<file path="config.mk">
export PLATFORM = sky130hd
export DESIGN_NAME = exu
export DESIGN_NICKNAME = d
export VERILOG_FILES = /design/src/common/exu_pkg.sv /design/src/alu/alu.sv /design/src/exu/lsu.sv /design/src/exu/exu.sv
export SDC_FILE = /design/constraint.sdc
export NUM_CORES = 1
export LEC_CHECK = 0
export ABC_AREA = 1
export BUFFER_PORTS_ARGS = -buffer_cell sky130_fd_sc_hd__buf_2
export CORE_MARGIN = 1.5
export CORE_UTILIZATION = 30
export DETAILED_ROUTE_END_ITERATION = 16
export PLACE_DENSITY = 0.45
export RECOVER_POWER = 25
export SLEW_MARGIN = 20
export SYNTH_ARGS = -nofsm -noshare
export SYNTH_HDL_FRONTEND = slang
export SYNTH_SLANG_ARGS = --single-unit
</file>
<file path="constraint.sdc">
create_clock -name clk -period 12.13 [get_ports clk]
set_input_delay 3.639 -clock clk [delete_from_list [all_inputs] [get_ports clk]]
set_output_delay 3.639 -clock clk [all_outputs]
set_load 0.01 [all_outputs]
</file>
<file path="src/common/exu_pkg.sv">
package exu_pkg;

    // --------------------
    // widths and sizes
    // --------------------

    // datapath width
    localparam int xlen = 32;

    // data memory depth in 32-bit words
    localparam int dmem_words = 256;

    // word address width into the data memory
    localparam int dmem_addr_bits = $clog2(dmem_words);

    // --------------------
    // encodings
    // --------------------

    // alu operand pairing, first operand listed first
    typedef enum logic [1:0] {
        src_imm_zero = 2'b00, // lui
        src_pc_imm   = 2'b01, // auipc, jal, jalr link path
        src_rs1_rs2  = 2'b10, // register-register ops and branches
        src_rs1_imm  = 2'b11  // register-immediate ops, load/store address
    } src_sel_e;

    // alu function, follows the funct3 layout
    typedef enum logic [2:0] {
        op_add  = 3'b000,
        op_sll  = 3'b001,
        op_slt  = 3'b010,
        op_sltu = 3'b011,
        op_xor  = 3'b100,
        op_shr  = 3'b101,
        op_or   = 3'b110,
        op_and  = 3'b111
    } alu_op_e;

    // memory access width
    typedef enum logic [1:0] {
        mem_none = 2'b00,
        mem_byte = 2'b01,
        mem_half = 2'b10,
        mem_word = 2'b11
    } mem_size_e;

    // --------------------
    // bundles
    // --------------------

    // decoded control word from the upstream decoder
    typedef struct packed {
        src_sel_e  src_sel;
        alu_op_e   alu_op;
        logic      sub;         // subtract on op_add
        logic      arith;       // arithmetic right shift on op_shr
        logic      negate;      // invert compare result
        logic      link;        // result is var1 + 4
        mem_size_e mem_size;
        logic      mem_write;   // store when set, load otherwise
        logic      load_signed;
        logic      is_ebreak;
    } exu_ctrl_t;

    // register operands, immediate and pc
    typedef struct packed {
        logic [xlen-1:0] rs1_d;
        logic [xlen-1:0] rs2_d;
        logic [xlen-1:0] imm;
        logic [xlen-1:0] pc;
    } exu_operands_t;

    // registered results
    typedef struct packed {
        logic [xlen-1:0] rd_data;
        logic [xlen-1:0] csr_wdata;
    } exu_result_t;

    // data memory request, word addressed
    typedef struct packed {
        logic [dmem_addr_bits-1:0] addr;
        logic [xlen-1:0]           wdata;
        logic [3:0]                wmask;  // one bit per byte lane
        logic                      we;
    } mem_req_t;

endpackage

</file>
<file path="src/alu/alu.sv">
`timescale 1ns/1ps

module alu (
    input  logic [exu_pkg::xlen-1:0] var1,
    input  logic [exu_pkg::xlen-1:0] var2,
    input  exu_pkg::alu_op_e         op,
    input  logic                     sub,
    input  logic                     arith,
    input  logic                     negate,
    input  logic                     link,
    output logic [exu_pkg::xlen-1:0] res
);
    import exu_pkg::*;

    // --------------------
    // shared terms
    // --------------------

    // shift amount from the low five bits only
    logic [4:0] shamt;
    assign shamt = var2[4:0];

    // add or subtract
    logic [xlen-1:0] sum;
    assign sum = sub ? (var1 - var2) : (var1 + var2);

    // compare results before optional inversion
    logic lt_signed;
    logic lt_unsigned;
    assign lt_signed   = $signed(var1) < $signed(var2);
    assign lt_unsigned = var1 < var2;

    // right shift, logical or arithmetic
    logic [xlen-1:0] shr;
    assign shr = arith ? xlen'($signed(var1) >>> shamt) : (var1 >> shamt);

    // --------------------
    // result select
    // --------------------

    always_comb begin
        res = '0;
        if (link) begin
            // return address for jal/jalr
            res = var1 + xlen'(4);
        end else begin
            case (op)
                op_add: begin
                    res = sum;
                end
                op_sll: begin
                    res = var1 << shamt;
                end
                op_slt: begin
                    // negate turns blt into bge
                    res = {{(xlen-1){1'b0}}, lt_signed ^ negate};
                end
                op_sltu: begin
                    res = {{(xlen-1){1'b0}}, lt_unsigned ^ negate};
                end
                op_xor: begin
                    res = var1 ^ var2;
                end
                op_shr: begin
                    res = shr;
                end
                op_or: begin
                    res = var1 | var2;
                end
                op_and: begin
                    res = var1 & var2;
                end
                default: begin
                    res = '0;
                end
            endcase
        end
    end

endmodule

</file>
<file path="src/exu/lsu.sv">
`timescale 1ns/1ps

module lsu (
    input  exu_pkg::exu_ctrl_t       ctrl,
    input  logic [exu_pkg::xlen-1:0] addr,
    input  logic [exu_pkg::xlen-1:0] rs2_d,
    input  logic [exu_pkg::xlen-1:0] alu_res,
    input  logic                     valid,
    output exu_pkg::mem_req_t        mem_req,
    input  logic [exu_pkg::xlen-1:0] mem_rdata,
    output logic [exu_pkg::xlen-1:0] rd_data
);
    import exu_pkg::*;

    // byte offset inside the word and the matching bit shift
    logic [1:0] offset;
    logic [4:0] lane_shift;
    assign offset     = addr[1:0];
    assign lane_shift = {offset, 3'b000};

    logic is_mem;
    logic is_store;
    assign is_mem   = ctrl.mem_size != mem_none;
    assign is_store = is_mem && ctrl.mem_write;

    // --------------------
    // store path
    // --------------------

    logic [3:0] lane_mask;

    always_comb begin
        case (ctrl.mem_size)
            mem_byte: lane_mask = 4'b0001 << offset;
            // address bit 1 picks the upper half
            mem_half: lane_mask = offset[1] ? 4'b1100 : 4'b0011;
            mem_word: lane_mask = 4'b1111;
            default:  lane_mask = 4'b0000;
        endcase
    end

    always_comb begin
        mem_req.addr  = addr[dmem_addr_bits+1:2];
        // data lands in the addressed lanes
        mem_req.wdata = rs2_d << lane_shift;
        mem_req.wmask = lane_mask;
        // write only in a valid cycle
        mem_req.we    = valid && is_store;
    end

    // --------------------
    // load path
    // --------------------

    // addressed lane moved down to bit 0
    logic [xlen-1:0] load_word;
    assign load_word = mem_rdata >> lane_shift;

    always_comb begin
        if (!is_mem) begin
            // plain alu op, no memory access
            rd_data = alu_res;
        end else if (is_store) begin
            rd_data = '0;
        end else begin
            case (ctrl.mem_size)
                mem_byte: begin
                    rd_data = {{(xlen-8){load_word[7] & ctrl.load_signed}}, load_word[7:0]};
                end
                mem_half: begin
                    rd_data = {{(xlen-16){load_word[15] & ctrl.load_signed}}, load_word[15:0]};
                end
                default: begin
                    rd_data = load_word;
                end
            endcase
        end
    end

endmodule

</file>
<file path="src/exu/exu.sv">
`timescale 1ns/1ps

module exu (
    input  logic                     clk,
    input  logic                     reset,
    input  logic                     valid,
    input  exu_pkg::exu_ctrl_t       ctrl,
    input  exu_pkg::exu_operands_t   ops,
    output exu_pkg::mem_req_t        mem_req,
    input  logic [exu_pkg::xlen-1:0] mem_rdata,
    output logic                     out_valid,
    output exu_pkg::exu_result_t     result,
    output logic                     halt,
    output logic [exu_pkg::xlen-1:0] halt_code
);
    import exu_pkg::*;

    // --------------------
    // operand select
    // --------------------

    logic [xlen-1:0] var1;
    logic [xlen-1:0] var2;

    always_comb begin
        case (ctrl.src_sel)
            src_imm_zero: begin
                var1 = ops.imm;
                var2 = '0;
            end
            src_pc_imm: begin
                var1 = ops.pc;
                var2 = ops.imm;
            end
            src_rs1_rs2: begin
                var1 = ops.rs1_d;
                var2 = ops.rs2_d;
            end
            default: begin
                var1 = ops.rs1_d;
                var2 = ops.imm;
            end
        endcase
    end

    // --------------------
    // alu and load/store
    // --------------------

    logic [xlen-1:0] alu_res;
    logic [xlen-1:0] lsu_rd;

    alu u_alu (
        .var1   (var1),
        .var2   (var2),
        .op     (ctrl.alu_op),
        .sub    (ctrl.sub),
        .arith  (ctrl.arith),
        .negate (ctrl.negate),
        .link   (ctrl.link),
        .res    (alu_res)
    );

    // alu result doubles as the byte address
    lsu u_lsu (
        .ctrl      (ctrl),
        .addr      (alu_res),
        .rs2_d     (ops.rs2_d),
        .alu_res   (alu_res),
        .valid     (valid),
        .mem_req   (mem_req),
        .mem_rdata (mem_rdata),
        .rd_data   (lsu_rd)
    );

    // --------------------
    // output register
    // --------------------

    // strobes, cleared on reset
    always_ff @(posedge clk) begin
        if (reset) begin
            out_valid <= 1'b0;
            halt      <= 1'b0;
        end else begin
            out_valid <= valid;
            // one pulse per ebreak result
            halt      <= valid && ctrl.is_ebreak;
        end
    end

    // payload holds between valids
    always_ff @(posedge clk) begin
        if (valid) begin
            result.rd_data   <= lsu_rd;
            // csr write value is rs2 as is
            result.csr_wdata <= ops.rs2_d;
            // exit code for ebreak
            halt_code        <= ops.rs1_d;
        end
    end

endmodule

</file>
==> results of run 1 <==
## path summary, 6_finish.rpt
path	slack [ns]	endpoint	start	depth (start not counted)
hold / removal	3.44	halt	reset	2
setup / recovery	0.46	mem_req[27]	ctrl[13]	24
## state kept, by name, summed over array words and instances, names as in the netlist
signal	count
halt	1
result	64
halt_code	32
out_valid	1
## cell usage after synthesis (all sizes together)
cell and number:
or3 1, and2 1, nand3 200, o22ai 57, ha 102, clkinv 9
nand2 713, xor2 30, a31oi 21, fa 2, nor3 21, o311ai 4
o21a 12, o221ai 22, inv 369, dfxtp 2, a221oi 9, a21boi 6
edfxtp 96, a211oi 10, nor4 12, o21bai 7, o2111ai 10, clkbuf 71
a21o 4, buf 61, or2 27, nand4 24, xnor2 1, o211ai 27
a21oi 162, a31o 2, and3 1, nor2 210, a22oi 4, mux2i 2
nand3b 6, o21ai 242, a211o 1, o31ai 5, a2bb2oi 2
## power by group through the flow
stage | logic (mW) | registers [mW] | clock network [mW]
2_1_floorplan | 0.588 | 0.441 | 0
3_3_place_gp | 1.04 | 0.424 | 0
3_5_place_dp | 1.03 | 0.425 | 0
4_1_cts | 1.04 | 0.417 | 0.285
5_1_grt | 1.14 | 0.420 | 0.295
6_report | 1.06 | 0.417 | 0.282
## metrics by stage
stage | setup slack [ns] | power [mW] | cells | hold WS (ns) | util, %
6_report | 0.464 | 1.75 | 3518 | 3.44 | 35.7
3_5_place_dp | 0.689 | 1.46 | 3497 | 3.83 | 35.2
4_1_cts | 0.701 | 1.74 | 3513 | 3.43 | 35.8
5_1_grt | 0.190 | 1.85 | 3515 | 3.44 | 35.6
3_3_place_gp | 0.649 | 1.46 | 3497 | 3.83 | 35.2
2_1_floorplan | 1.51 | 1.03 | 2568 | 3.71 | -
## cell families (layout without fill, tap and decap cells)
family,after synthesis,after routing
and+or+nand+nor,1216,1216
AOI/OAI and AO/OA,607,607
buffers and inverters,510,783
adders and majority gates,104,104
DFF,98,98
xor gates and xnor gates,31,31
muxes,2,2
other,0,5
## per-layer routing
metal | routed length (um) | up-vias | share of wire, % | GRT usage [%]
met5 | 90 | - | 0.097 | 0
met4 | 5350 | 14 | 5.8 | 18.4
met3 | 7140 | 208 | 7.7 | 5.93
met2 | 43300 | 966 | 47 | 58.4
met1 | 36800 | 9441 | 40 | 41.6
li1 | - | 9069 | - | -
## critical path: stages
cell and delay [ns]:
buf_2 0.20, nor2_4 0.56, nand2_1 0.12, nand3b_1 0.41
inv_1 0.13, ha_1 0.35, inv_1 0.19, nand3_1 0.09
nand2_1 0.12, nand3_1 0.08, nand2_1 0.17, nand2_1 0.07
nand2_1 0.16, nand3_1 0.12, nand2_1 0.08, nand2_1 0.05
nand2_1 0.06, nand2_1 0.06, nand4_2 0.18, nand2_2 0.14
nor2_2 0.15, inv_1 0.22, o22ai_1 0.44, buf_2 0.22
## cell type report
| class | count | area, um2 | area share (%) |
|---|---|---|---|
| Clock buffer | 13 | 250 | 1.40 |
| Multi-Input combinational cell | 1960 | 10300 | 57.8 |
| Antenna cell | 5 | 12.5 | 0.0700 |
| Inverter | 378 | 1420 | 7.93 |
| Timing Repair Buffer | 389 | 2070 | 11.6 |
| Sequential cell | 98 | 2920 | 16.3 |
| Tap cell | 672 | 841 | 4.70 |
| Clock inverter | 3 | 25.0 | 0.140 |
==> impl_metrics.env, run 1 <==
export IMPL_yosys_warnings=0
export IMPL_end_kind="output port"
export IMPL_cts_tree="yes"
export IMPL_hold_viol_final=0
export IMPL_grt_setup_unrepaired="false"
export IMPL_synth_cells=2568
export IMPL_overflow=0
export IMPL_fmax_ghz=0.0857
export IMPL_slew_headroom_pct=-30.6
export IMPL_cts_hold_buf=0
export IMPL_core_area_um2=50200
export IMPL_yosysSeqAreaShare_pct=19.1
export IMPL_post_cts_buffers=0
export IMPL_cts_inserted_buffers=9
export IMPL_pwr_share_comb_pct=60.2
export IMPL_tightest_slew_ns=1.96
export IMPL_io_pins=320
export IMPL_postRouteAntennaNets=0
export IMPL_cts_sinks=98
export IMPL_crit_required_ns=8.49
export IMPL_drc=0
export IMPL_grt_use_total_pct=34.5
export IMPL_htreeDepth=3
export IMPL_fillers=5735
export IMPL_fin_crit_ns=11.67
export IMPL_cts_resized_gates=0
export IMPL_vias_per_cell=5.60
export IMPL_start_kind="input port"
export IMPL_status="complete, but fails checks"
export IMPL_cp_max_fo=24
export IMPL_p_int_mw=0.857
export IMPL_io_buffer_count=319
export IMPL_syn_nets=2849
export IMPL_grt_pass1_wl_um=131000
export IMPL_mostFrequentLayoutCells="nand2_1 (708), inv_1 (360), buf_2 (261), o21ai_0 (231), nor2_1 (204)"
export IMPL_design_area_um2=17900
export IMPL_dp_hpwl_um=77500
export IMPL_fp_dieH_um=229
export IMPL_ir_drop_uv=49.2
export IMPL_synth_top_area_share_pct=18.9
export IMPL_totalWireLength_um=92700
export IMPL_clockRootBuffer="clkbuf_16"
export IMPL_synth_area_um2=15300
export IMPL_period_share_pct=96.2
export IMPL_cts_buffer_depth=2
export IMPL_antenna_found_initial=9
export IMPL_clk_pin_slew_ns=0.07
export IMPL_synthAdderAreaFrac_pct=8.62
export IMPL_worstSetupPathType="in -> out"
export IMPL_synthTopCellsByArea="edfxtp_1 (19%), nand2_1 (17%), inv_1 (8.9%), ha_1 (8.4%), o21ai_0 (7.6%)"
export IMPL_p_sw_mw=0.897
export IMPL_die_w_um=229
export IMPL_area_growth_pct=17.2
export IMPL_synth_xor_area_share_pct=1.78
export IMPL_min_path_type="in -> reg"
export IMPL_cellLeakagePower_nw=8.83
export IMPL_gp_congestion=1.06
export IMPL_fin_nets=3117
export IMPL_violations="max-capacitance violations, max-slew violations"
export IMPL_place_area_um2=17700
export IMPL_drv_slew=34
export IMPL_die_area_um2=52200
export IMPL_row_count=82
export IMPL_synth_seq_cells=98
export IMPL_synthMuxAreaShare_pct=0.131
export IMPL_power_density_nw_per_um2=98.1
export IMPL_setup_viol=0
export IMPL_wire_per_inst_um=26.3
export IMPL_synth_compound_area_share_pct=23.2
export IMPL_drive_above_1_share_pct=14.3
export IMPL_grt_pass1_vias=18918
export IMPL_synth_top_family_by_area="simple AND/OR/NAND/NOR gates"
export IMPL_synth_cell_types=59
export IMPL_fin_setup_tns_ns=0
export IMPL_critPathArrivalTime_ns=8.03
export IMPL_drt_iter0_markers=2254
export IMPL_synthSimpleGateAreaFrac_pct=33.9
export IMPL_p_clk_share_pct=16.0
export IMPL_seqPwrFrac_pct=23.8
export IMPL_initial_core_util_pct=30.4
export IMPL_cap_viol_max_count=1
export IMPL_synth_area_leader_cell="edfxtp_1"
export IMPL_vias=19698
export IMPL_grt_max_degree=67
export IMPL_swShare_pct=51.1
export IMPL_drt_pass1_iter_count=6
export IMPL_avgSynthCellArea_um2=5.94
export IMPL_layout_commonest_cell="nand2_1"
(Power assumes the default switching activity.)
==> run 2: changes to the inputs <==
MAX_ROUTING_LAYER = met4   (was unset)
clock period = 13.55 ns   (was 12.13 ns; I/O delays follow)
==> run 2 against run 1 <==
Compared with the run above: the flow still finishes with violations (max-capacitance violations, max-slew violations); core utilization shrank 0.25 points; die area stayed put; critical path depth down 2; worst hold slack improved by 0.41 ns; via count down 1.5%; largest cell class unchanged.
==> impl_metrics.env, run 2 (synthesized netlist as in run 1, its figures left out) <==
export IMPL_status="complete, but fails checks"
export IMPL_violations="max-capacitance violations, max-slew violations"
export IMPL_postRouteAntennaNets=0
export IMPL_seqPwrFrac_pct=23.3
export IMPL_drv_slew=39
export IMPL_grt_use_total_pct=36.2
export IMPL_cellLeakagePower_nw=8.75
export IMPL_core_area_um2=50200
export IMPL_cts_sinks=98
export IMPL_post_cts_buffers=0
export IMPL_p_clk_share_pct=17.7
export IMPL_critPathArrivalTime_ns=8.94
export IMPL_drive_above_1_share_pct=13.8
export IMPL_largest_reg_flops=64
export IMPL_grt_setup_unrepaired="false"
export IMPL_mostFrequentLayoutCells="nand2_1 (708), inv_1 (361), buf_2 (262), o21ai_0 (230), nor2_1 (204)"
export IMPL_row_count=82
export IMPL_power_density_nw_per_um2=89.9
export IMPL_start_kind="input port"
export IMPL_die_area_um2=52200
export IMPL_multi_input_area_um2=10300
export IMPL_cp_max_fo=33
export IMPL_cap_viol_max_count=1
export IMPL_layout_commonest_cell="nand2_1"
export IMPL_vias_per_cell=5.54
export IMPL_die_w_um=229
export IMPL_hold_viol_final=0
export IMPL_cts_inserted_buffers=9
export IMPL_min_path_type="in -> reg"
export IMPL_ir_drop_uv=64.0
export IMPL_totalWireLength_um=94000
export IMPL_pwr_share_comb_pct=59.0
export IMPL_fp_dieH_um=229
export IMPL_fin_setup_tns_ns=0
export IMPL_gp_congestion=1.04
export IMPL_end_kind="output port"
export IMPL_cts_resized_gates=0
export IMPL_overflow=0
export IMPL_drt_iter0_markers=2087
export IMPL_initial_core_util_pct=30.4
export IMPL_fillers=5848
export IMPL_clk_pin_slew_ns=0.08
export IMPL_setup_worst_path_start="ctrl[12]"
export IMPL_fin_crit_ns=13.00
export IMPL_seq_area_um2=2920
export IMPL_p_int_mw=0.775
export IMPL_drt_pass1_iter_count=6
export IMPL_worstSetupEndpoint="mem_req[27]"
export IMPL_regMostFlops="result"
export IMPL_grt_pass1_wl_um=134000
export IMPL_worstSetupPathType="in -> out"
export IMPL_tightest_slew_ns=2.30
export IMPL_fmax_ghz=0.0769
export IMPL_cts_hold_buf=0
export IMPL_grt_max_degree=70
export IMPL_swShare_pct=51.5
export IMPL_dp_slack_ns=0.651
export IMPL_slew_headroom_pct=-53.5
export IMPL_largestRegisters="result: 64 flops, halt_code: 32 flops"
export IMPL_io_buffer_count=319
export IMPL_drc=0
export IMPL_setup_slack_ns=0.549
export IMPL_cts_buffer_depth=2
export IMPL_antenna_found_initial=8
export IMPL_setup_viol=0
export IMPL_clockRootBuffer="clkbuf_16"
export IMPL_dp_hpwl_um=79000
export IMPL_wire_per_inst_um=26.9
export IMPL_grt_pass1_vias=18520
export IMPL_fin_nets=3096
export IMPL_period_share_pct=95.9
export IMPL_htreeDepth=3
export IMPL_io_pins=320
export IMPL_vias=19400
export IMPL_p_sw_mw=0.822
export IMPL_cts_tree="yes"
export IMPL_crit_required_ns=9.48
export IMPL_area_growth_pct=16.4
[run 2: cell count changes in the layout (fill, tap and decap cells not counted), sizes merged]
cell,before,now
buf,332,311
clkbuf,70,66
diode,5,8
inv,369,372
bufinv,0,1
[run 2: layout make-up]
cell class	count	share of cell area, %
multi-input combinational	1960	58.2
tap	672	4.73
timing repair buffer	368	10.7
clock buffer	9	1.27
clock inverter	7	0.486
antenna	8	0.113
inverter	378	7.99
sequential	98	16.5
[run 2: worst min path at each step]
stage | from | to | slack, ns | cells past startpoint
finish | reset | halt | 3.85 | 2
global route | reset | out_valid | 3.85 | 2
CTS | reset | halt | 3.84 | 2
detailed placement | reset | halt | 4.25 | 2
global placement | reset | halt | 4.25 | 2
floorplan | reset | halt | 4.14 | 1
[run 2: power groups by stage]
stage | combinational, mW | clock, mW | sequential, mW
4_1_cts | 0.923 | 0.287 | 0.373
6_report | 0.941 | 0.283 | 0.373
5_1_grt | 1.01 | 0.295 | 0.375
2_1_floorplan | 0.527 | 0 | 0.395
3_3_place_gp | 0.925 | 0 | 0.379
3_5_place_dp | 0.919 | 0 | 0.380
[run 2: metal layers]
metal  wire [um]  part of all wire [%]  track usage (%)  vias to the layer above
li1            -                     -                -                     9043
met2       42600                    45             57.2                      897
met3        6900                   7.3             6.84                      161
met4        5400                   5.7             18.6                        0
met5           0                     0                -                        -
met1       39100                    42             43.9                     9299
[run 2: critical path, stage by stage]
cell and delay, ns:
buf_2 0.13, inv_2 0.08, buf_4 0.47, nand2_4 0.46, o22ai_1 0.65, ha_1 0.44, nor2_1 0.22, nand2_1 0.10
nor2_1 0.11, nand2_1 0.06, nand2_1 0.17, nand3_1 0.12, nand2_1 0.08, nand2_1 0.04, nand2_1 0.07, nand2_1 0.07
nand4_2 0.19, nand2_2 0.30, nor2_2 0.21, inv_1 0.22, o22ai_1 0.45, buf_2 0.22
[run 2: per-stage QoR]
stage	instance area (um2)	instances	total power, mW	util (%)	hold WS [ns]
after floorplan	15300	2568	0.922	-	4.14
after global placement	17500	3476	1.30	34.9	4.25
after detailed placement	17500	3476	1.30	34.9	4.25
after CTS	17800	3492	1.58	35.5	3.84
after global routing	17800	3500	1.68	35.4	3.85
final	17800	3500	1.60	35.4	3.85
